<file path="src/logic/avr_isa_pkg.sv">
// ================================================
// Instruction set definitions of the AVR core.
// Opcode and instruction class enums, addressing
// forms, status bit positions and pointer registers.
// ================================================

package avr_isa_pkg;

	// Operations carried out by the ALU in one cycle.
	typedef enum logic [4:0] {
		op_add, op_adc, op_sub, op_sbc,
		op_and, op_or, op_eor, op_mov, op_ldi,
		op_com, op_neg, op_inc, op_dec,
		op_lsr, op_ror, op_asr, op_swap, op_nop
	} alu_op_e;

	// Instruction kinds that the sequencer treats differently.
	typedef enum logic [2:0] {
		cls_alu, cls_rjmp, cls_branch, cls_load, cls_store, cls_out
	} instr_class_e;

	typedef enum logic [1:0] {
		mode_plain, mode_post_inc, mode_pre_dec
	} ptr_mode_e;

	typedef enum logic [1:0] {
		ptr_x, ptr_y, ptr_z
	} ptr_sel_e;

	// Status register bit numbers as used by BRBS and BRBC.
	localparam logic [2:0] sreg_c = 3'd0;
	localparam logic [2:0] sreg_z = 3'd1;
	localparam logic [2:0] sreg_n = 3'd2;
	localparam logic [2:0] sreg_v = 3'd3;
	localparam logic [2:0] sreg_s = 3'd4;
	localparam logic [2:0] sreg_h = 3'd5;

	// Low byte of each pointer pair; the high byte is the next register.
	localparam logic [4:0] reg_xl = 5'd26;
	localparam logic [4:0] reg_yl = 5'd28;
	localparam logic [4:0] reg_zl = 5'd30;

endpackage

</file>
<file path="src/logic/avr_core_pkg.sv">
// ================================================
// Microarchitecture definitions of the AVR core.
// Memory widths, sequencer states and the structs
// passed between the core blocks.
// ================================================

package avr_core_pkg;

	// Program address in 16-bit words, data address in bytes.
	localparam int pmem_width = 11;
	localparam int dmem_width = 13;

	typedef enum logic [1:0] {
		st_normal, st_stall, st_writeback
	} seq_state_e;

	// h is declared first so that c sits at bit 0, matching the AVR layout.
	typedef struct packed {
		logic h;
		logic s;
		logic v;
		logic n;
		logic z;
		logic c;
	} sreg_t;

	typedef struct packed {
		avr_isa_pkg::instr_class_e iclass;
		avr_isa_pkg::alu_op_e      alu_op;
		logic [4:0]                rd;
		logic [4:0]                rr;
		logic [7:0]                imm;
		logic                      use_imm;
		logic                      change_z;
		logic                      writeback;
		avr_isa_pkg::ptr_sel_e     ptr_sel;
		avr_isa_pkg::ptr_mode_e    ptr_mode;
		logic [2:0]                branch_bit;
		logic                      branch_if_set;
		logic [11:0]               offset;
		logic [5:0]                io_addr;
	} decoded_t;

	typedef struct packed {
		logic                  we;
		logic [dmem_width-1:0] addr;
		logic [7:0]            wdata;
	} dmem_req_t;

	typedef struct packed {
		logic       we;
		logic [5:0] addr;
		logic [7:0] data;
	} io_wr_t;

endpackage

</file>
<file path="src/logic/instr_decoder.sv">
// ================================================
// Instruction decoder.
// Splits a fetched AVR word into register numbers,
// immediate, ALU operation and control fields.
// ================================================

`timescale 1ns/100ps

module instr_decoder (
	input  logic [15:0]             pmem_d,
	output avr_core_pkg::decoded_t  dec
);
	import avr_isa_pkg::*;

	logic ls_valid;

	always_comb begin
		ls_valid = 1'b1;
		dec.iclass = cls_alu;
		dec.alu_op = op_nop;
		dec.rd = pmem_d[8:4];
		dec.rr = {pmem_d[9], pmem_d[3:0]};
		dec.imm = {pmem_d[11:8], pmem_d[3:0]};
		dec.use_imm = 1'b0;
		dec.change_z = 1'b1;
		dec.writeback = 1'b0;
		dec.ptr_sel = ptr_z;
		dec.ptr_mode = mode_plain;
		dec.branch_bit = pmem_d[2:0];
		dec.branch_if_set = ~pmem_d[10];
		dec.offset = pmem_d[11:0];
		dec.io_addr = {pmem_d[10:9], pmem_d[3:0]};
		casez (pmem_d)
			16'b000?_11??_????_????: begin
				dec.alu_op = pmem_d[12] ? op_adc : op_add;
				dec.writeback = 1'b1;
			end
			// Bit 12 clear selects the carry forms SBC and CPC.
			16'b000?_10??_????_????, 16'b000?_01??_????_????: begin
				dec.alu_op = pmem_d[12] ? op_sub : op_sbc;
				dec.change_z = pmem_d[12];
				dec.writeback = pmem_d[11];
			end
			16'b0011_????_????_????, 16'b010?_????_????_????: begin
				dec.alu_op = pmem_d[12] ? op_sub : op_sbc;
				dec.change_z = pmem_d[12];
				dec.writeback = pmem_d[14];
			end
			16'b0010_00??_????_????: dec.alu_op = op_and;
			16'b0010_01??_????_????: dec.alu_op = op_eor;
			16'b0010_10??_????_????: dec.alu_op = op_or;
			16'b0010_11??_????_????: dec.alu_op = op_mov;
			16'b0110_????_????_????: dec.alu_op = op_or;
			16'b0111_????_????_????: dec.alu_op = op_and;
			16'b1110_????_????_????: dec.alu_op = op_ldi;
			16'b1001_010?_????_????: begin
				case (pmem_d[3:0])
					4'h0: dec.alu_op = op_com;
					4'h1: dec.alu_op = op_neg;
					4'h2: dec.alu_op = op_swap;
					4'h3: dec.alu_op = op_inc;
					4'h5: dec.alu_op = op_asr;
					4'h6: dec.alu_op = op_lsr;
					4'h7: dec.alu_op = op_ror;
					4'ha: dec.alu_op = op_dec;
					default: dec.alu_op = op_nop;
				endcase
			end
			16'b1001_00??_????_????: begin
				case (pmem_d[3:0])
					4'hc: dec.ptr_sel = ptr_x;
					4'hd: {dec.ptr_sel, dec.ptr_mode} = {ptr_x, mode_post_inc};
					4'he: {dec.ptr_sel, dec.ptr_mode} = {ptr_x, mode_pre_dec};
					4'h9: {dec.ptr_sel, dec.ptr_mode} = {ptr_y, mode_post_inc};
					4'ha: {dec.ptr_sel, dec.ptr_mode} = {ptr_y, mode_pre_dec};
					4'h1: dec.ptr_mode = mode_post_inc;
					4'h2: dec.ptr_mode = mode_pre_dec;
					default: ls_valid = 1'b0;
				endcase
				if (ls_valid)
					dec.iclass = pmem_d[9] ? cls_store : cls_load;
			end
			// Plain Y and Z accesses share the displacement encoding with q = 0.
			16'b1000_00??_????_?000: begin
				dec.ptr_sel = pmem_d[3] ? ptr_y : ptr_z;
				dec.iclass = pmem_d[9] ? cls_store : cls_load;
			end
			16'b1011_1???_????_????: dec.iclass = cls_out;
			16'b1100_????_????_????: dec.iclass = cls_rjmp;
			16'b1111_0???_????_????: begin
				dec.iclass = cls_branch;
				dec.offset = {{5{pmem_d[9]}}, pmem_d[9:3]};
			end
			default: dec.alu_op = op_nop;
		endcase
		// Immediate forms only reach R16 to R31.
		if (pmem_d[15:14] == 2'b01 || pmem_d[15:12] == 4'b0011 || pmem_d[15:13] == 3'b111) begin
			dec.use_imm = 1'b1;
			dec.rd = {1'b1, pmem_d[7:4]};
		end
		if (dec.iclass == cls_alu && dec.alu_op inside {op_and, op_or, op_eor, op_mov, op_ldi,
				op_com, op_neg, op_inc, op_dec, op_lsr, op_ror, op_asr, op_swap})
			dec.writeback = 1'b1;
	end

endmodule

</file>
<file path="src/logic/alu.sv">
// ================================================
// ALU of the AVR core.
// Result and next status flags for one operation.
// ================================================

`timescale 1ns/100ps

module alu (
	input  avr_isa_pkg::alu_op_e op,
	input  logic [7:0]           a,
	input  logic [7:0]           b,
	input  logic                 carry_in,
	input  avr_core_pkg::sreg_t  flags_in,
	input  logic                 change_z,
	output logic [7:0]           result,
	output avr_core_pkg::sreg_t  flags_out
);
	import avr_isa_pkg::*;

	logic [8:0] sum;
	logic [7:0] r;
	logic       v;
	logic       update_svnz;

	always_comb begin
		sum = 9'd0;
		r = a;
		v = flags_in.v;
		update_svnz = 1'b1;
		flags_out = flags_in;
		case (op)
			op_add, op_adc: begin
				sum = {1'b0, a} + {1'b0, b} + {8'd0, carry_in & (op == op_adc)};
				r = sum[7:0];
				flags_out.c = sum[8];
				flags_out.h = (a[3] & b[3]) | (b[3] & ~r[3]) | (~r[3] & a[3]);
				v = (a[7] & b[7] & ~r[7]) | (~a[7] & ~b[7] & r[7]);
			end
			op_sub, op_sbc: begin
				sum = {1'b0, a} - {1'b0, b} - {8'd0, carry_in & (op == op_sbc)};
				r = sum[7:0];
				flags_out.c = sum[8];
				flags_out.h = (~a[3] & b[3]) | (b[3] & r[3]) | (r[3] & ~a[3]);
				v = (a[7] & ~b[7] & ~r[7]) | (~a[7] & b[7] & r[7]);
			end
			op_and: {r, v} = {a & b, 1'b0};
			op_or:  {r, v} = {a | b, 1'b0};
			op_eor: {r, v} = {a ^ b, 1'b0};
			op_com: begin
				r = ~a;
				v = 1'b0;
				flags_out.c = 1'b1;
			end
			op_neg: begin
				sum = 9'd0 - {1'b0, a};
				r = sum[7:0];
				flags_out.c = sum[8];
				flags_out.h = r[3] | a[3];
				v = (r == 8'h80);
			end
			op_inc: begin
				r = a + 8'd1;
				v = (r == 8'h80);
			end
			op_dec: begin
				r = a - 8'd1;
				v = (r == 8'h7f);
			end
			op_lsr, op_ror, op_asr: begin
				// ROR shifts the old carry in, ASR keeps the sign bit.
				r = {(carry_in & (op == op_ror)) | (a[7] & (op == op_asr)), a[7:1]};
				flags_out.c = a[0];
				v = r[7] ^ a[0];
			end
			op_mov, op_ldi: {r, update_svnz} = {b, 1'b0};
			op_swap: {r, update_svnz} = {a[3:0], a[7:4], 1'b0};
			default: update_svnz = 1'b0;
		endcase
		if (update_svnz) begin
			flags_out.n = r[7];
			flags_out.v = v;
			flags_out.s = r[7] ^ v;
			// The carry forms may clear Z but never set it.
			flags_out.z = (r == 8'h00) & (change_z | flags_in.z);
		end
		result = r;
	end

endmodule

</file>
<file path="src/logic/register_file.sv">
// ================================================
// General register file and status register.
// 32 registers with X, Y and Z pointer views.
// ================================================

`timescale 1ns/100ps

module register_file (
	input  logic                   clk,
	input  logic                   rst,
	input  avr_core_pkg::decoded_t dec,
	input  logic                   alu_we,
	input  logic                   load_we,
	input  logic [7:0]             alu_result,
	input  avr_core_pkg::sreg_t    alu_flags,
	input  logic [7:0]             load_data,
	input  logic                   ptr_update,
	output logic [7:0]             rd_val,
	output logic [7:0]             rr_val,
	output logic [15:0]            ptr_val,
	output avr_core_pkg::sreg_t    sreg
);
	import avr_isa_pkg::*;

	logic [7:0]  regs [32];
	logic [4:0]  ptr_lo;
	logic [4:0]  ptr_hi;
	logic [15:0] ptr_next;

	always_comb begin
		case (dec.ptr_sel)
			ptr_x: ptr_lo = reg_xl;
			ptr_y: ptr_lo = reg_yl;
			default: ptr_lo = reg_zl;
		endcase
	end

	assign ptr_hi = ptr_lo + 5'd1;
	assign ptr_val = {regs[ptr_hi], regs[ptr_lo]};
	assign ptr_next = (dec.ptr_mode == mode_post_inc) ? ptr_val + 16'd1 : ptr_val - 16'd1;

	// The second operand is the immediate for the K forms.
	assign rd_val = regs[dec.rd];
	assign rr_val = dec.use_imm ? dec.imm : regs[dec.rr];

	always_ff @(posedge clk) begin
		if (rst) begin
			for (int i = 0; i < 32; i++)
				regs[i] <= 8'd0;
			sreg <= '0;
		end else begin
			if (alu_we) begin
				sreg <= alu_flags;
				if (dec.writeback)
					regs[dec.rd] <= alu_result;
			end
			if (load_we)
				regs[dec.rd] <= load_data;
			if (ptr_update) begin
				regs[ptr_lo] <= ptr_next[7:0];
				regs[ptr_hi] <= ptr_next[15:8];
			end
		end
	end

	// The sequencer steps pointers only in the address cycle of LD and ST.
	assert property (@(posedge clk) disable iff (rst)
		!(((alu_we && dec.writeback) || load_we) && ptr_update));

endmodule

</file>
<file path="src/logic/sequencer.sv">
// ================================================
// Sequencer of the AVR core.
// State machine, program counter, fetch control,
// branch test and data and I/O requests.
// ================================================

`timescale 1ns/100ps

module sequencer (
	input  logic                                clk,
	input  logic                                rst,
	input  avr_core_pkg::decoded_t              dec,
	input  avr_core_pkg::sreg_t                 sreg,
	input  logic [7:0]                          rd_val,
	input  logic [15:0]                         ptr_val,
	output logic                                pmem_ce,
	output logic [avr_core_pkg::pmem_width-1:0] pmem_a,
	output avr_core_pkg::dmem_req_t             dmem_req,
	output avr_core_pkg::io_wr_t                io_wr,
	output logic                                alu_we,
	output logic                                load_we,
	output logic                                ptr_update,
	output logic [avr_core_pkg::pmem_width-1:0] dbg_pc
);
	import avr_isa_pkg::*;
	import avr_core_pkg::*;

	seq_state_e            state;
	seq_state_e            next_state;
	logic [pmem_width-1:0] pc;
	logic [pmem_width-1:0] pc_next;
	logic [pmem_width-1:0] pc_inc;
	logic                  flag_bit;
	logic                  taken;

	always_comb begin
		case (dec.branch_bit)
			sreg_c: flag_bit = sreg.c;
			sreg_z: flag_bit = sreg.z;
			sreg_n: flag_bit = sreg.n;
			sreg_v: flag_bit = sreg.v;
			sreg_s: flag_bit = sreg.s;
			sreg_h: flag_bit = sreg.h;
			default: flag_bit = 1'b0;
		endcase
	end
	assign taken = (flag_bit == dec.branch_if_set);

	// pc is the address of the word currently on pmem_d.
	assign pc_inc = pc + 1'b1;
	assign pmem_a = rst ? '0 : pc_inc;
	assign dbg_pc = pc;

	always_comb begin
		next_state = state;
		pc_next = pc;
		pmem_ce = rst;
		alu_we = 1'b0;
		load_we = 1'b0;
		ptr_update = 1'b0;
		dmem_req.we = 1'b0;
		dmem_req.addr = dmem_width'(dec.ptr_mode == mode_pre_dec ? ptr_val - 16'd1 : ptr_val);
		dmem_req.wdata = rd_val;
		io_wr.we = 1'b0;
		io_wr.addr = dec.io_addr;
		io_wr.data = rd_val;
		case (state)
			// nothing is issued while reset is held.
			st_normal: if (!rst) begin
				case (dec.iclass)
					cls_rjmp: begin
						pc_next = pc + pmem_width'(dec.offset);
						next_state = st_stall;
					end
					cls_branch: begin
						if (taken) begin
							pc_next = pc + pmem_width'(dec.offset);
							next_state = st_stall;
						end else begin
							pc_next = pc_inc;
							pmem_ce = 1'b1;
						end
					end
					// The LD word stays on pmem_d until the writeback cycle.
					cls_load: begin
						ptr_update = (dec.ptr_mode != mode_plain);
						next_state = st_writeback;
					end
					cls_store: begin
						dmem_req.we = 1'b1;
						ptr_update = (dec.ptr_mode != mode_plain);
						pc_next = pc_inc;
						pmem_ce = 1'b1;
					end
					cls_out: begin
						io_wr.we = 1'b1;
						pc_next = pc_inc;
						pmem_ce = 1'b1;
					end
					default: begin
						alu_we = 1'b1;
						pc_next = pc_inc;
						pmem_ce = 1'b1;
					end
				endcase
			end
			st_writeback: begin
				load_we = 1'b1;
				pc_next = pc_inc;
				pmem_ce = 1'b1;
				next_state = st_normal;
			end
			default: begin
				// Fetch the jump target.
				pc_next = pc_inc;
				pmem_ce = 1'b1;
				next_state = st_normal;
			end
		endcase
	end

	always_ff @(posedge clk) begin
		if (rst) begin
			state <= st_normal;
			pc <= '0;
		end else begin
			state <= next_state;
			pc <= pc_next;
		end
	end

	assert property (@(posedge clk) disable iff (rst) dmem_req.we |-> state == st_normal);

	assert property (@(posedge clk) disable iff (rst)
		(state == st_normal && dec.iclass == cls_branch && taken) |=> state == st_stall);

endmodule

</file>
<file path="src/logic/avr_core.sv">
// ================================================
// Top level of the AVR core.
// Connects decoder, ALU, register file and sequencer.
// ================================================

`timescale 1ns/100ps

module avr_core (
	input  logic                                clk,
	input  logic                                rst,
	output logic                                pmem_ce,
	output logic [avr_core_pkg::pmem_width-1:0] pmem_a,
	input  logic [15:0]                         pmem_d,
	output avr_core_pkg::dmem_req_t             dmem_req,
	input  logic [7:0]                          dmem_di,
	output avr_core_pkg::io_wr_t                io_wr,
	output logic [avr_core_pkg::pmem_width-1:0] dbg_pc
);
	import avr_core_pkg::*;

	decoded_t    dec;
	sreg_t       sreg;
	sreg_t       alu_flags;
	logic [7:0]  rd_val;
	logic [7:0]  rr_val;
	logic [7:0]  alu_result;
	logic [15:0] ptr_val;
	logic        alu_we;
	logic        load_we;
	logic        ptr_update;

	instr_decoder i_decoder (
		.pmem_d (pmem_d),
		.dec    (dec)
	);

	alu i_alu (
		.op        (dec.alu_op),
		.a         (rd_val),
		.b         (rr_val),
		.carry_in  (sreg.c),
		.flags_in  (sreg),
		.change_z  (dec.change_z),
		.result    (alu_result),
		.flags_out (alu_flags)
	);

	register_file i_regs (
		.clk        (clk),
		.rst        (rst),
		.dec        (dec),
		.alu_we     (alu_we),
		.load_we    (load_we),
		.alu_result (alu_result),
		.alu_flags  (alu_flags),
		.load_data  (dmem_di),
		.ptr_update (ptr_update),
		.rd_val     (rd_val),
		.rr_val     (rr_val),
		.ptr_val    (ptr_val),
		.sreg       (sreg)
	);

	sequencer i_seq (
		.clk        (clk),
		.rst        (rst),
		.dec        (dec),
		.sreg       (sreg),
		.rd_val     (rd_val),
		.ptr_val    (ptr_val),
		.pmem_ce    (pmem_ce),
		.pmem_a     (pmem_a),
		.dmem_req   (dmem_req),
		.io_wr      (io_wr),
		.alu_we     (alu_we),
		.load_we    (load_we),
		.ptr_update (ptr_update),
		.dbg_pc     (dbg_pc)
	);

endmodule

</file>
<file path="config.mk">
export PLATFORM = sky130hd
export DESIGN_NAME = avr_core
export DESIGN_NICKNAME = d
export VERILOG_FILES = /design/src/logic/avr_isa_pkg.sv /design/src/logic/avr_core_pkg.sv /design/src/logic/instr_decoder.sv /design/src/logic/alu.sv /design/src/logic/register_file.sv /design/src/logic/sequencer.sv /design/src/logic/avr_core.sv
export SDC_FILE = /design/constraint.sdc
export NUM_CORES = 1
export LEC_CHECK = 0
export ABC_CLOCK_PERIOD_IN_PS = 8500
export BUFFER_PORTS_ARGS = -buffer_cell sky130_fd_sc_hd__buf_2
export CELL_PAD_IN_SITES_DETAIL_PLACEMENT = 1
export CELL_PAD_IN_SITES_GLOBAL_PLACEMENT = 1
export CORE_UTILIZATION = 45
export DETAILED_ROUTE_END_ITERATION = 8
export PLACE_DENSITY_LB_ADDON = 0.1
export RECOVER_POWER = 50
export SLEW_MARGIN = 0
export SYNTH_ARGS = -nofsm -noshare
export SYNTH_HDL_FRONTEND = slang
export SYNTH_SLANG_ARGS = --single-unit
</file>
<file path="constraint.sdc">
create_clock -name clk -period 8.5 [get_ports clk]
set_input_delay 1.7 -clock clk [delete_from_list [all_inputs] [get_ports clk]]
set_output_delay 1.7 -clock clk [all_outputs]
set_load 0.01 [all_outputs]
</file>
==> run metrics <==
Max-slew headroom=-135%; Final nets=2088; Fin. Hold Viols=0; layout cell share with drive strength beyond 1=15.6%; Final period util=94.7%; CP Class=in -> out; Clock Tree Buf Depth=3; Crit. End Element=output pin; worst skew pair latency=0.58 ns; Core ar.=44300 um^2; Power Internal=2.69 mW; Top-Level Pins=86; Worst Hold Path EP=i_regs.sreg[2]$_SDFFE_PP0P_; Min-Delay Startpoint=i_regs.sreg[2]$_SDFFE_PP0P_; final slew viol count=65; FF-to-FF Start=i_regs.regs[28][0]$_SDFFCE_PN0P_; initial antenna violation count=2; RSZ-0062 raised after global routing=no; detailed-placement wirelength estimate=60.0 mm; Core Rows=77; Placer Congestion=0.986; Fill cells=4859; post-CTS setup buffers=0; Die Area=45900 um^2; Leakage=8.44 nW; initial DRC count=2188; clk root buf=clkbuf_16; Combinational Power Share=27.8%; total track usage=35.0%; Residual DRC=0; Seq pwr share=38.4%; first-pass GRT wire length=119 mm; Die H=214 um; reg2reg setup slack=2.51 ns; area grow syn2layout=9.12%; drt total wl=80.6 mm; # diodes=0; Final Skew=0.0353 ns; Setup TNS=0 ns; clock tree from TritonCTS=done; syn_area_per_cell=10.3 um^2; failing checks=max-capacitance violations, max-slew violations; Hold/Removal Path Class=reg -> reg; CTS sink cnt=275; Max Cap Viol=1; Mapped Cells=1964; count of buffers from port buffering=85; Num CTS Buffers=34; post-DR wirelength/cell=30.8 um; Starting Density=45.8%; CP startpoint=pmem_d[1]; largest net degree at the start of global routing=65; Tmin final=8.05 ns; design area=22100 um^2; CTS HTree Levels=2; mean number of vias per cell=6.77; Yosys warning count=0; via count=17711; hold path depth=2; Clk pwr share=33.8%; setup violators final=0; die width=214 um; Sw Pwr=1.43 mW; Primary FF master, synth=edfxtp_1; sequential-to-total area share from yosys stat=39.8%; crit path max fanout=30; CP Data Arrival Time=6.35 ns; sw frac=34.8%; vias in the first global route=17538; startpoint types=primary input; Post-synth EDFFs=256; PD cells=186 nW/um^2; Peak VDD IR=0.194 mV; Unique masters post-synth=91; grt total ovfl=0; syn nets=2050; Worst EP required=6.80 ns; Clock Pin Slew Worst Setup and Hold Paths=0.05 ns; Power Total=4.13 mW; post-synthesis cell area=20300 um^2; placed cell area=21200 um^2; async set or reset register ratio after synthesis=0%; drt pass-1 iters=7; DRT antenna net count=0; R2R depth=21; worst slew pin tran=3.52 ns; Yosys reg bits=275; status=finished, violations left; highest clock rate=124 MHz; Reg2Reg Capture Point=i_regs.regs[2][5]$_SDFFCE_PN0P_
[critical path: stages]
cell	delay, ns
buf_4	0.26
inv_1	0.23
ha_1	0.30
nor4b_2	0.50
a21o_1	0.49
nand3_1	0.60
o221a_2	0.52
inv_1	0.15
ha_1	0.23
nand2_1	0.11
or3b_2	0.52
nor3_1	0.24
nand2_1	0.13
xnor2_1	0.19
buf_2	0.16
[power groups by stage]
stage	registers, mW	clock network [mW]	logic, mW
global placement	1.61	0	1.10
detailed placement	1.61	0	1.12
floorplan	1.58	0	0.760
global route	1.59	1.45	1.21
CTS	1.58	1.40	1.13
finish	1.58	1.40	1.15
[worst max path at each step]
stage	to	slack (ns)
floorplan	dmem_req[16]	1.35
global placement	dmem_req[20]	0.36
detailed placement	dmem_req[16]	0.27
CTS	dmem_req[20]	0.24
global route	dmem_req[20]	0.19
finish	dmem_req[16]	0.45
[per-layer routing]
| metal | global-route usage, % | part of all wire [%] | vias up |
|---|---|---|---|
| li1 | - | - | 7505 |
| met1 | 47.9 | 41 | 9002 |
| met2 | 53.6 | 45 | 993 |
| met3 | 7.59 | 9.9 | 209 |
| met4 | 15.1 | 4.8 | 2 |
| met5 | 0 | 0.016 | - |
[flip-flops by register name (all words and copies together) (netlist names)]
signal,cells
i_seq.state,2
i_seq.dbg_pc,11
i_regs.sreg,6
i_regs.regs,256
[cell type report]
| cell class | count | area (um^2) | share of cell area (%) |
|---|---|---|---|
| well taps | 592 | 741 | 3.35 |
| multi-input cells | 1493 | 11200 | 50.8 |
| repair buffers | 151 | 860 | 3.88 |
| inverters | 47 | 176 | 0.797 |
| flip-flops and latches | 275 | 8070 | 36.4 |
| clock buffers | 45 | 892 | 4.03 |
| clock inverters | 15 | 158 | 0.712 |
[layout by cell type (no fill, tap or decap), types with 8 or more instances in the layout]
cell,instances
nand4_1,21
nand2b_1,44
edfxtp_1,256
nor3_1,26
a21boi_0,8
mux2_2,17
a21o_1,28
ha_1,54
o221a_2,13
nor2b_1,22
dfxtp_1,19
nand3_1,42
nor2_1,359
clkbuf_16,34
nand2_1,117
and3_1,20
o21a_1,9
a31oi_1,18
or2_2,8
o22ai_1,39
nand3b_1,10
mux2i_1,108
o21ai_0,47
a211oi_1,12
buf_2,51
xor2_1,16
or3_1,19
xnor2_1,41
and2_1,12
clkbuf_1,60
a21oi_1,60
a221oi_1,12
o211ai_1,13
a22oi_1,48
buf_4,48
mux4_2,99
inv_1,43
a22o_1,11
nor4_1,12
[through the flow]
stage / hold WS (ns) / utilization (%) / setup WS (ns) / cells
2_1_floorplan: 0.454 / - / 1.35 / 1964
3_3_place_gp: 0.481 / 47.8 / 0.363 / 2558
3_5_place_dp: 0.486 / 47.8 / 0.269 / 2558
4_1_cts: 0.493 / 50.2 / 0.236 / 2618
5_1_grt: 0.523 / 49.9 / 0.195 / 2618
6_report: 0.495 / 49.9 / 0.453 / 2618
[kinds of logic after synthesis]
family / after synthesis / synth area share [%]
compound gates: 394 / 13.8
xor+xnor: 57 / 2.46
fa+ha+maj: 60 / 3.92
buf+inv: 196 / 5.00
flops: 275 / 39.8
mux: 226 / 17.4
simple gates: 756 / 17.6
[timing repair]
item | in CTS | in global routing
gates resized for setup | 0 | 1
hold buffers | 0 | 0
endpoints found under the setup margin | 0 | 3
[synthesized netlist by cell type (all sizes together), types with 20 or more instances]
cell	number	share of area [%]
nor2	359	6.6
o22ai	39	1.2
a21oi	61	1.5
o21ai	51	1.3
a21o	29	1.1
a22oi	48	1.8
buf	97	3.2
and3	20	0.62
nand2b	44	1.4
nand4	21	0.65
inv	46	0.85
edfxtp	256	38
nand2	119	2.2
clkbuf	52	0.96
mux2i	108	5.3
nor2b	22	0.68
nor3	26	0.64
nand3	42	1.0
xnor2	41	1.8
ha	54	3.3
mux4	99	11
Power figures use the tool's default switching activity.
